===== config.mk =====
export PLATFORM = sky130hd
export DESIGN_NAME = sifhTop
export DESIGN_NICKNAME = d
export VERILOG_FILES = /design/src/common/sifhCfgPkg.sv /design/src/common/sifhTypesPkg.sv /design/src/histogram/dataFilter.sv /design/src/histogram/histogramBuilder.sv /design/src/histogram/peakDetector.sv /design/src/source/windowCalculator.sv /design/src/source/sifhTop.sv
export SDC_FILE = /design/constraint.sdc
export NUM_CORES = 2
export LEC_CHECK = 0
export BUFFER_PORTS_ARGS = -buffer_cell sky130_fd_sc_hd__buf_2
export CELL_PAD_IN_SITES_DETAIL_PLACEMENT = 1
export CELL_PAD_IN_SITES_GLOBAL_PLACEMENT = 1
export CORE_ASPECT_RATIO = 1.75
export CORE_UTILIZATION = 50
export DETAILED_ROUTE_END_ITERATION = 16
export PLACE_DENSITY_LB_ADDON = 0.15
export SYNTH_ARGS = -nofsm -noshare
export SYNTH_HDL_FRONTEND = slang
export SYNTH_HIERARCHICAL = 1
export SYNTH_SLANG_ARGS = --single-unit

===== constraint.sdc =====
create_clock -name clk -period 29.7 [get_ports clk]
set_input_delay 5.94 -clock clk [delete_from_list [all_inputs] [get_ports clk]]
set_output_delay 5.94 -clock clk [all_outputs]
set_load 0.03 [all_outputs]

===== src/common/sifhCfgPkg.sv =====
// Sample, bin and counter widths for the histogram peak finder
// Derived window constants and default pass sizes
package sifhCfgPkg;

    // ********************
    // Sample and bin widths
    // ********************
    localparam int sampleBits   = 12;           // One timestamp sample
    localparam int binBits      = 6;            // Bin address bits
    localparam int binsPerPixel = 1 << binBits;
    localparam int countBits    = 8;            // Saturating bin counter
    localparam int residueBits  = sampleBits - binBits;

    // Fine window geometry
    localparam int halfWindow   = 1 << (binBits - 1);
    localparam int windowSpan   = 2 * halfWindow;
    localparam int maxCode      = (1 << sampleBits) - 1;

    // Highest legal lower bound of a fine window
    localparam int topLowBound  = maxCode - windowSpan + 1;

    // ********************
    // Default pass sizes
    // ********************
    localparam int defaultPixels          = 4;
    localparam int defaultSamplesPerPixel = 4;
    localparam int defaultAcquisitions    = 8;

    // Index width for a counter that runs 0 .. n-1
    function automatic int idxWidth(input int n);
        int width;
        if (n > 1) begin
            width = $clog2(n);
        end
        else begin
            width = 1;                          // Keep at least one bit
        end
        return width;
    endfunction

endpackage


===== src/common/sifhTypesPkg.sv =====
// Pass selector enum
// Sample word union with coarse and raw views
package sifhTypesPkg;

    // Which histogram pass is running
    typedef enum logic {
        passCoarse = 1'b0,
        passFine   = 1'b1
    } passSel_t;

    // ********************
    // Sample word views
    // ********************

    // Coarse split of a sample into top bin bits and the rest
    typedef struct packed {
        logic [sifhCfgPkg::binBits-1:0]     coarseBin;
        logic [sifhCfgPkg::residueBits-1:0] residue;
    } coarseView_t;

    // Same word read either as coarse fields or as a plain code
    typedef union packed {
        coarseView_t                       coarse;
        logic [sifhCfgPkg::sampleBits-1:0] raw;
    } sampleWord_t;

endpackage


===== src/histogram/dataFilter.sv =====
// Sample decoder for the coarse and fine passes
// Produces the bin address and the keep flag for the histogram builder
`timescale 1ns/10ps

module dataFilter (
    input  logic [sifhCfgPkg::sampleBits-1:0] data,
    input  sifhTypesPkg::passSel_t            pass,
    input  logic [sifhCfgPkg::sampleBits-1:0] winLow,
    input  logic [sifhCfgPkg::sampleBits-1:0] winHigh,
    output logic [sifhCfgPkg::binBits-1:0]    binAddr,
    output logic                              binKeep
);
    import sifhCfgPkg::*;
    import sifhTypesPkg::*;

    sampleWord_t           word;
    logic [sampleBits-1:0] offset;       // Distance from window floor
    logic                  inWindow;

    // ********************
    // Decode
    // ********************
    always_comb begin
        word.raw = data;
        offset   = word.raw - winLow;
        inWindow = (word.raw >= winLow) && (word.raw <= winHigh);

        if (pass == passCoarse) begin
            // Top bits pick the coarse bin, nothing is dropped
            binAddr = word.coarse.coarseBin;
            binKeep = 1'b1;
        end
        else begin
            binKeep = inWindow;
            if (inWindow) begin
                binAddr = offset[binBits-1:0];  // Window is 2^binBits wide
            end
            else begin
                binAddr = '0;
            end
        end
    end

endmodule


===== src/histogram/histogramBuilder.sv =====
// Per-pixel bin counters with lazy clear
// Sample, pixel and acquisition counters and the post-pass busy gap
`timescale 1ns/10ps

module histogramBuilder #(
    parameter int pixelNum            = sifhCfgPkg::defaultPixels,
    parameter int samplesPerPixel     = sifhCfgPkg::defaultSamplesPerPixel,
    parameter int acquisitionsPerPass = sifhCfgPkg::defaultAcquisitions
) (
    input  logic                                      clk,
    input  logic                                      combin_res,
    input  logic                                      wrEn,
    input  logic [sifhCfgPkg::binBits-1:0]            binAddr,
    input  logic                                      binKeep,
    input  sifhTypesPkg::passSel_t                    pass,
    output logic [sifhCfgPkg::idxWidth(pixelNum)-1:0] curPixel,
    output logic                                      countStrobe,
    output logic [sifhCfgPkg::idxWidth(pixelNum)-1:0] countPixel,
    output logic [sifhCfgPkg::binBits-1:0]            countBin,
    output logic [sifhCfgPkg::countBits-1:0]          countValue,
    output logic                                      passEnd,
    output logic                                      busy
);
    import sifhCfgPkg::*;
    import sifhTypesPkg::*;

    localparam int pixBits = idxWidth(pixelNum);
    localparam int smpBits = idxWidth(samplesPerPixel);
    localparam int acqBits = idxWidth(acquisitionsPerPass);

    localparam logic [pixBits-1:0]   lastPixel  = pixBits'(pixelNum - 1);
    localparam logic [smpBits-1:0]   lastSample = smpBits'(samplesPerPixel - 1);
    localparam logic [acqBits-1:0]   lastAcq    = acqBits'(acquisitionsPerPass - 1);
    localparam logic [countBits-1:0] countMax   = '1;

    // Counter array and its valid bits
    logic [countBits-1:0]                       binCount [pixelNum][binsPerPixel];
    logic [pixelNum-1:0][binsPerPixel-1:0]      binValid;

    logic [smpBits-1:0]   sampleCnt;
    logic [acqBits-1:0]   acqCnt;
    passSel_t             seenPass;      // Pass level when busy was raised
    logic                 accept;
    logic                 passLast;
    logic [countBits-1:0] oldCount;
    logic [countBits-1:0] newCount;

    always_comb begin
        accept   = wrEn && !busy;
        passLast = (sampleCnt == lastSample) && (curPixel == lastPixel)
                   && (acqCnt == lastAcq);
        // Cleared valid bit reads as an empty bin
        oldCount = binValid[curPixel][binAddr] ? binCount[curPixel][binAddr] : '0;
        newCount = (oldCount == countMax) ? oldCount : oldCount + 1'b1;
    end

    // ********************
    // Sample position
    // ********************
    always_ff @(posedge clk or negedge combin_res) begin
        if (!combin_res) begin
            sampleCnt <= '0;
            curPixel  <= '0;
            acqCnt    <= '0;
            busy      <= 1'b0;
            seenPass  <= passCoarse;
        end
        else begin
            if (accept) begin
                if (sampleCnt == lastSample) begin
                    sampleCnt <= '0;
                    if (curPixel == lastPixel) begin
                        curPixel <= '0;
                        acqCnt   <= (acqCnt == lastAcq) ? '0 : acqCnt + 1'b1;
                    end
                    else begin
                        curPixel <= curPixel + 1'b1;
                    end
                end
                else begin
                    sampleCnt <= sampleCnt + 1'b1;
                end
                busy <= passLast;
            end
            else if (busy && (pass != seenPass)) begin
                busy     <= 1'b0;        // Window calculator finished its scan
                seenPass <= pass;
            end
        end
    end

    // Valid bits and strobes
    always_ff @(posedge clk or negedge combin_res) begin
        if (!combin_res) begin
            binValid    <= '0;
            countStrobe <= 1'b0;
            passEnd     <= 1'b0;
        end
        else begin
            countStrobe <= accept && binKeep;
            passEnd     <= accept && passLast;
            if (passEnd) begin
                binValid <= '0;          // Lazy clear of every histogram
            end
            else if (accept && binKeep) begin
                binValid[curPixel][binAddr] <= 1'b1;
            end
        end
    end

    // Counter storage and payload to the peak detector
    always_ff @(posedge clk) begin
        if (accept && binKeep) begin
            binCount[curPixel][binAddr] <= newCount;
        end
        if (accept) begin
            countPixel <= curPixel;
            countBin   <= binAddr;
            countValue <= newCount;
        end
    end

endmodule


===== src/histogram/peakDetector.sv =====
// Running maximum count and peak bin per pixel
// Pass-end pulse towards the window calculator
`timescale 1ns/10ps

module peakDetector #(
    parameter int pixelNum = sifhCfgPkg::defaultPixels
) (
    input  logic                                      clk,
    input  logic                                      combin_res,
    input  logic                                      countStrobe,
    input  logic [sifhCfgPkg::idxWidth(pixelNum)-1:0] countPixel,
    input  logic [sifhCfgPkg::binBits-1:0]            countBin,
    input  logic [sifhCfgPkg::countBits-1:0]          countValue,
    input  logic                                      passEnd,
    output logic                                      peakDone,
    input  logic [sifhCfgPkg::idxWidth(pixelNum)-1:0] peakSel,
    output logic [sifhCfgPkg::binBits-1:0]            peakSelBin
);
    import sifhCfgPkg::*;

    logic [countBits-1:0] maxCount [pixelNum];
    logic [binBits-1:0]   maxBin   [pixelNum];

    // Read port for the window scan
    assign peakSelBin = maxBin[peakSel];

    // ********************
    // Peak tracking
    // ********************
    always_ff @(posedge clk or negedge combin_res) begin
        if (!combin_res) begin
            peakDone <= 1'b0;
            for (int p = 0; p < pixelNum; p++) begin
                maxCount[p] <= '0;
                maxBin[p]   <= '0;
            end
        end
        else begin
            peakDone <= passEnd;
            if (peakDone) begin
                // Bins stay for the scan, the next pass overwrites them
                for (int p = 0; p < pixelNum; p++) begin
                    maxCount[p] <= '0;
                end
            end
            else if (countStrobe && (countValue > maxCount[countPixel])) begin
                maxCount[countPixel] <= countValue;   // Strictly greater only
                maxBin[countPixel]   <= countBin;
            end
        end
    end

endmodule


===== src/source/windowCalculator.sv =====
// Fine window calculation from coarse peaks with range clamp
// Final result output and pass control
`timescale 1ns/10ps

module windowCalculator #(
    parameter int pixelNum = sifhCfgPkg::defaultPixels
) (
    input  logic                                      clk,
    input  logic                                      combin_res,
    input  logic                                      peakDone,
    input  logic [sifhCfgPkg::idxWidth(pixelNum)-1:0] curPixel,
    input  logic [sifhCfgPkg::binBits-1:0]            peakSelBin,
    output logic [sifhCfgPkg::idxWidth(pixelNum)-1:0] peakSel,
    output logic [sifhCfgPkg::sampleBits-1:0]         winLow,
    output logic [sifhCfgPkg::sampleBits-1:0]         winHigh,
    output sifhTypesPkg::passSel_t                    pass,
    output logic                                      resultValid,
    output logic [sifhCfgPkg::idxWidth(pixelNum)-1:0] resultPixel,
    output logic [sifhCfgPkg::sampleBits-1:0]         resultValue
);
    import sifhCfgPkg::*;
    import sifhTypesPkg::*;

    localparam int pixBits = idxWidth(pixelNum);
    localparam logic [pixBits-1:0]    lastPixel = pixBits'(pixelNum - 1);
    localparam logic [sampleBits-1:0] halfWin   = sampleBits'(halfWindow);
    localparam logic [sampleBits-1:0] spanTop   = sampleBits'(windowSpan - 1);
    localparam logic [sampleBits-1:0] topLow    = sampleBits'(topLowBound);

    logic [sampleBits-1:0] winLowArr [pixelNum];
    logic                  scanActive;
    logic [pixBits-1:0]    scanIdx;
    sampleWord_t           centreWord;
    logic [sampleBits-1:0] lowerRaw;
    logic [sampleBits-1:0] lowerClamped;

    assign peakSel = scanIdx;
    assign winLow  = winLowArr[curPixel];
    assign winHigh = winLow + spanTop;

    // Coarse bin back to a code, then clamp the window to the code range
    always_comb begin
        centreWord.coarse.coarseBin = peakSelBin;
        centreWord.coarse.residue   = '0;
        lowerRaw     = (centreWord.raw < halfWin) ? '0 : centreWord.raw - halfWin;
        lowerClamped = (lowerRaw > topLow) ? topLow : lowerRaw;
    end

    // ********************
    // Pixel scan
    // ********************
    always_ff @(posedge clk or negedge combin_res) begin
        if (!combin_res) begin
            scanActive  <= 1'b0;
            scanIdx     <= '0;
            pass        <= passCoarse;
            resultValid <= 1'b0;
            for (int p = 0; p < pixelNum; p++) begin
                winLowArr[p] <= '0;
            end
        end
        else begin
            resultValid <= 1'b0;
            if (peakDone) begin
                scanActive <= 1'b1;
                scanIdx    <= '0;
            end
            else if (scanActive) begin
                if (pass == passCoarse) begin
                    winLowArr[scanIdx] <= lowerClamped;
                end
                else begin
                    resultValid <= 1'b1;                 // One pulse per pixel
                end
                if (scanIdx == lastPixel) begin
                    scanActive <= 1'b0;
                    scanIdx    <= '0;
                    pass       <= (pass == passCoarse) ? passFine : passCoarse;
                end
                else begin
                    scanIdx <= scanIdx + 1'b1;
                end
            end
        end
    end

    // Fine peak plus window floor gives the result code
    always_ff @(posedge clk) begin
        if (scanActive && !peakDone && (pass == passFine)) begin
            resultPixel <= scanIdx;
            resultValue <= winLowArr[scanIdx] + sampleBits'(peakSelBin);
        end
    end

endmodule


===== src/source/sifhTop.sv =====
// Top level of the two-pass histogram peak finder
// Wires filter, histogram builder, peak detector and window calculator
`timescale 1ns/10ps

module sifhTop #(
    parameter int pixelNum            = sifhCfgPkg::defaultPixels,
    parameter int samplesPerPixel     = sifhCfgPkg::defaultSamplesPerPixel,
    parameter int acquisitionsPerPass = sifhCfgPkg::defaultAcquisitions
) (
    input  logic                                      clk,
    input  logic                                      combin_res,
    input  logic                                      wrEn,
    input  logic [sifhCfgPkg::sampleBits-1:0]         data,
    output logic                                      resultValid,
    output logic [sifhCfgPkg::idxWidth(pixelNum)-1:0] resultPixel,
    output logic [sifhCfgPkg::sampleBits-1:0]         resultValue,
    output sifhTypesPkg::passSel_t                    pass
);
    import sifhCfgPkg::*;

    localparam int pixBits = idxWidth(pixelNum);

    // Filter to builder
    logic [binBits-1:0]    binAddr;
    logic                  binKeep;
    logic [pixBits-1:0]    curPixel;

    // Builder to peak detector
    logic                  countStrobe;
    logic [pixBits-1:0]    countPixel;
    logic [binBits-1:0]    countBin;
    logic [countBits-1:0]  countValue;
    logic                  passEnd;

    // Peak detector and window calculator
    logic                  peakDone;
    logic [pixBits-1:0]    peakSel;
    logic [binBits-1:0]    peakSelBin;
    logic [sampleBits-1:0] winLow;
    logic [sampleBits-1:0] winHigh;

    dataFilter u_dataFilter (
        .data    (data),
        .pass    (pass),
        .winLow  (winLow),
        .winHigh (winHigh),
        .binAddr (binAddr),
        .binKeep (binKeep)
    );

    histogramBuilder #(
        .pixelNum            (pixelNum),
        .samplesPerPixel     (samplesPerPixel),
        .acquisitionsPerPass (acquisitionsPerPass)
    ) u_histogramBuilder (
        .clk         (clk),
        .combin_res  (combin_res),
        .wrEn        (wrEn),
        .binAddr     (binAddr),
        .binKeep     (binKeep),
        .pass        (pass),
        .curPixel    (curPixel),
        .countStrobe (countStrobe),
        .countPixel  (countPixel),
        .countBin    (countBin),
        .countValue  (countValue),
        .passEnd     (passEnd),
        .busy        ()                  // Gap handled inside the builder
    );

    peakDetector #(
        .pixelNum (pixelNum)
    ) u_peakDetector (
        .clk         (clk),
        .combin_res  (combin_res),
        .countStrobe (countStrobe),
        .countPixel  (countPixel),
        .countBin    (countBin),
        .countValue  (countValue),
        .passEnd     (passEnd),
        .peakDone    (peakDone),
        .peakSel     (peakSel),
        .peakSelBin  (peakSelBin)
    );

    windowCalculator #(
        .pixelNum (pixelNum)
    ) u_windowCalculator (
        .clk         (clk),
        .combin_res  (combin_res),
        .peakDone    (peakDone),
        .curPixel    (curPixel),
        .peakSelBin  (peakSelBin),
        .peakSel     (peakSel),
        .winLow      (winLow),
        .winHigh     (winHigh),
        .pass        (pass),
        .resultValid (resultValid),
        .resultPixel (resultPixel),
        .resultValue (resultValue)
    );

endmodule


==> results.md <==
| Result | This run | Unit |
| --- | --- | --- |
| Outcome | complete, no violations | - |
| Number of DRC violations after detailed-routing iteration 0 | 4639 | - |
| Final setup violation count | 0 | - |
| Clock root buffer | sky130_fd_sc_hd__clkbuf_16 | - |
| Dpl cell area | 100000 | um2 |
| Signed area change from the synthesized netlist to the final layout | 9.89 | % |
| Synth area leader | sky130_fd_sc_hd__edfxtp_1 | - |
| Detailed Routing Iterations Pass 1 | 5 | - |
| Commonest non-fill, non-tap cells in the layout | sky130_fd_sc_hd__edfxtp_1, sky130_fd_sc_hd__mux2i_1, sky130_fd_sc_hd__nor2_1 | - |
| Internal power consumption | 6.22 | mW |
| Number of cell rows | 213 | - |
| Via count of the routed design | 55767 | - |
| Area of the die | 197000 | um2 |
| Nets@finish | 6141 | - |
| Critical path fanouts, max | 92 | - |
| Core region area | 193000 | um2 |
| Gate power share | 23.1 | % |
| Sw Pwr | 2.70 | mW |
| Die H | 586 | um |
| Number of distinct library cells after synthesis | 75 | - |
| Part of the cycle the worst path needs | 50.3 | % |
| Sw frac | 30.3 | % |
| Arithmetic-cell share of the synthesized area counting full adders, half adders and majority gates | 0.624 | % |
| Critical path launch point type | input pin | - |
| Most used flip-flop cell after synthesis | sky130_fd_sc_hd__edfxtp_1 | - |
| Total of fill cells in the finished design | 17743 | - |
| Max_slew headroom | 2.07 | % |
| Async set or reset register ratio after synthesis | 14.7 | % |
| Static Leak | 38.1 | nW |
| Kind of path behind the tightest hold check | reg2reg | - |
| Area fraction in compound gates after synthesis | 5.39 | % |
| Cells after Synth | 6068 | - |
| Residual antenna-violating net count after detailed routing | 0 | - |
| Critical path capture point type | flop | - |
| Effective utilization at floorplan | 50.5 | % |
| Setup ws final | 14.75 | ns |
| Power per cell area | 83.4 | nW/um2 |
| Number of synthesized flops with an enable pin | 2078 | - |
| Slew @ Worst Pin | 1.46 | ns |
| Register bit count reported by yosys | 2435 | - |
| Proportion of synthesized chip area in sequential cells | 73.3 | % |
| Top-level I/O count | 31 | - |
| Avg WL per Cell | 34.5 | um |
| TritonCTS Sinks | 2435 | - |
| TritonCTS clock tree | built | - |
| Post-placement worst setup slack | 14.31 | ns |
| Yosys warns | 6 | - |
| Register clock-pin slew on the reported worst setup and hold paths | 0.06 | ns |
| Final hold violation count | 0 | - |
| Max-slew violation total from the final report | 0 | - |
| Maximum number of pins on one net before global-route repair | 142 | - |
| Required time of the critical path | 30.22 | ns |
| Mux contribution to synthesized area | 13.2 | % |
| Global router's overall resource usage | 30.9 | % |
| CTS Hold Bufs | 0 | - |
| Number of setup buffers added after CTS | 0 | - |
| Drt via density | 6.31 | - |
| Arrival time of data at the critical path endpoint | 15.47 | ns |
| Clock Path Buffers | 4 | - |
| Wire length of the first global-routing pass | 431 | mm |
| Cell area after layout | 107000 | um2 |
| Clock insertion delay at the later pin of the skew report | 0.88 | ns |
| Synthesized area | 97400 | um2 |
| Chip Width | 336 | um |
| Worst Clk Skew | 0.0462 | ns |
| Number of antenna violations at the first check in global routing | 6 | - |
| Parity-gate share of the synthesized area counting xor and xnor cells | 0.126 | % |
| Dominant combinational cell family by area after synthesis | multiplexers | - |
| GRT Residual Overflow | 0 | - |
| Cell total after placement | 8440 | - |
| Clk pwr share | 31.2 | % |
| Number of DRC violations after detailed routing | 0 | - |
| Filler-free cell count of the finished design | 8836 | - |
| Simple-Gate Fraction of Synth Area | 5.21 | % |
| Average cell area after synthesis | 16.0 | um2 |
| Number of port buffers | 30 | - |
| Count of H-tree levels built during CTS | 4 | - |
| TritonCTS Buffers | 216 | - |
| Crit Path Category | in2reg | - |
| Share of power burned in registers | 45.7 | % |
| Setup tns final | 0 | ns |
| Layout cells sized above 1 | 10.5 | % |
| Worst IR Drop VDD | 0.0597 | mV |
| Share of Yosys cell area claimed by the top area cell type | 64.1 | % |
| Worst hold margin | 0.496 | ns |
| Final weighted congestion of routability-driven global placement | 0.886 | - |
| Unrepaired setup endpoints after global routing | false | - |
| Estimated wirelength of the detail-placed design | 188 | mm |
| Vias in the first global route | 58702 | - |
| Count of max-cap constraint violations | 0 | - |
| Number of gates resized after CTS | 0 | - |
| Leading cell type in the layout, fill and taps excluded | sky130_fd_sc_hd__edfxtp_1 | - |
| Routed Wire Length | 304 | mm |
| Maximum clock frequency | 66.9 | MHz |
| Post-layout minimum cycle time | 14.95 | ns |
| Biggest area contributors in the synthesized netlist | sky130_fd_sc_hd__edfxtp_1, sky130_fd_sc_hd__mux2i_1, sky130_fd_sc_hd__dfrtp_1 | - |
## state kept, by name (all words and copies together) (netlist names), 3 cells and up
| signal | cells |
|---|---|
| u_windowCalculator/winLowArr | 28 |
| u_histogramBuilder/binCount | 2048 |
| u_peakDetector/maxBin | 24 |
| u_histogramBuilder/countBin | 6 |
| u_histogramBuilder/binValid | 256 |
| u_histogramBuilder/countValue | 8 |
| u_histogramBuilder/acqCnt | 3 |
| u_windowCalculator/resultValue | 12 |
| u_peakDetector/maxCount | 32 |
## layer usage
metal  routed length (um)  part of all wire (%)  track usage (%)  vias to the layer above
li1                     -                     -                -                    23453
met1               108000                    35             35.0                    29507
met2               158000                    52             54.8                     2069
met3                15400                   5.1             3.61                      734
met4                23200                   7.6             20.5                        4
met5                   34                 0.011                0                        -
## power groups by stage
stage,Sequential (mW),Combinational (mW),Clock [mW]
floorplan,4.17,1.34,0
global placement,4.14,2.01,0
detailed placement,4.15,2.04,0
CTS,4.08,2.05,2.83
global route,4.09,2.12,2.93
finish,4.08,2.06,2.79
## stage by stage
step / power, mW / util [%]
3_5_place_dp: 6.19 / 51.9
6_report: 8.92 / 55.5
4_1_cts: 8.95 / 55.5
5_1_grt: 9.15 / 55.5
3_3_place_gp: 6.15 / 51.9
2_1_floorplan: 5.51 / -
## synth_stat cells, drive strengths merged, types with 7 or more instances
library cell,count
o21ai,43
edfxtp,2078
mux4,28
o21ba,68
o22ai,577
xnor2,11
clkbuf,117
and2,8
mux2i,1186
nand2,239
dfrtp,357
nand3,11
nor4,145
inv,49
buf,243
a21oi,15
mux2,31
nor2,651
a22oi,36
nor2b,14
nand4,20
ha,47
nor3b,7
nor3,8
## worst paths after layout
path	startpoint	slack, ns	cells past startpoint	to
setup / recovery	data[9]	14.75	20	u_histogramBuilder/binCount[0][11]$_DFFE_PP_
hold / removal	u_histogramBuilder/binValid[178]$_DFFE_PN0P_	0.50	2	u_histogramBuilder/binValid[178]$_DFFE_PN0P_
setup reg to reg	u_histogramBuilder/curPixel[0]$_DFFE_PN0P_	17.81	24	u_histogramBuilder/binCount[0][11]$_DFFE_PP_
hold reg to reg	u_histogramBuilder/binValid[178]$_DFFE_PN0P_	0.50	2	u_histogramBuilder/binValid[178]$_DFFE_PN0P_
max in group asynchronous	combin_res	23.14	2	u_histogramBuilder/binValid[182]$_DFFE_PN0P_
min in group asynchronous	combin_res	5.10	1	u_histogramBuilder/binValid[13]$_DFFE_PN0P_
## critical path, cell delays in order
cell	delay, ns
sky130_fd_sc_hd__buf_2	0.12
sky130_fd_sc_hd__ha_1	0.31
sky130_fd_sc_hd__a21oi_1	0.19
sky130_fd_sc_hd__nor2b_1	0.07
sky130_fd_sc_hd__o21ai_0	0.20
sky130_fd_sc_hd__a31oi_1	0.37
sky130_fd_sc_hd__o41ai_2	0.42
sky130_fd_sc_hd__buf_4	0.41
sky130_fd_sc_hd__nand4bb_4	0.70
sky130_fd_sc_hd__buf_4	0.73
sky130_fd_sc_hd__o22ai_1	0.19
sky130_fd_sc_hd__nor4_1	1.10
sky130_fd_sc_hd__nand2_1	0.48
sky130_fd_sc_hd__a22oi_1	0.35
sky130_fd_sc_hd__nand4_2	0.19
sky130_fd_sc_hd__nand4_4	0.24
sky130_fd_sc_hd__o21a_4	0.43
sky130_fd_sc_hd__buf_4	0.77
sky130_fd_sc_hd__buf_4	0.82
sky130_fd_sc_hd__buf_4	0.90
## final cells by class
type | instances | area [um2] | area share [%]
Tap cell | 2580 | 3230 | 3.02
Multi-Input combinational cell | 3232 | 24300 | 22.7
Sequential cell | 2435 | 71300 | 66.7
Clock buffer | 303 | 6000 | 5.60
Antenna cell | 1 | 2.50 | 0.00234
Timing Repair Buffer | 144 | 1070 | 0.996
Inverter | 49 | 184 | 0.172
Clock inverter | 92 | 878 | 0.821
## cell families after synthesis
kind of cell    count (synthesis)
flops                        2435
mux                          1245
simple gates                 1141
compound gates                774
buf+inv                       409
fa+ha+maj                      48
xor+xnor                       14
other cells                     2
Power figures use the tool's default switching activity.
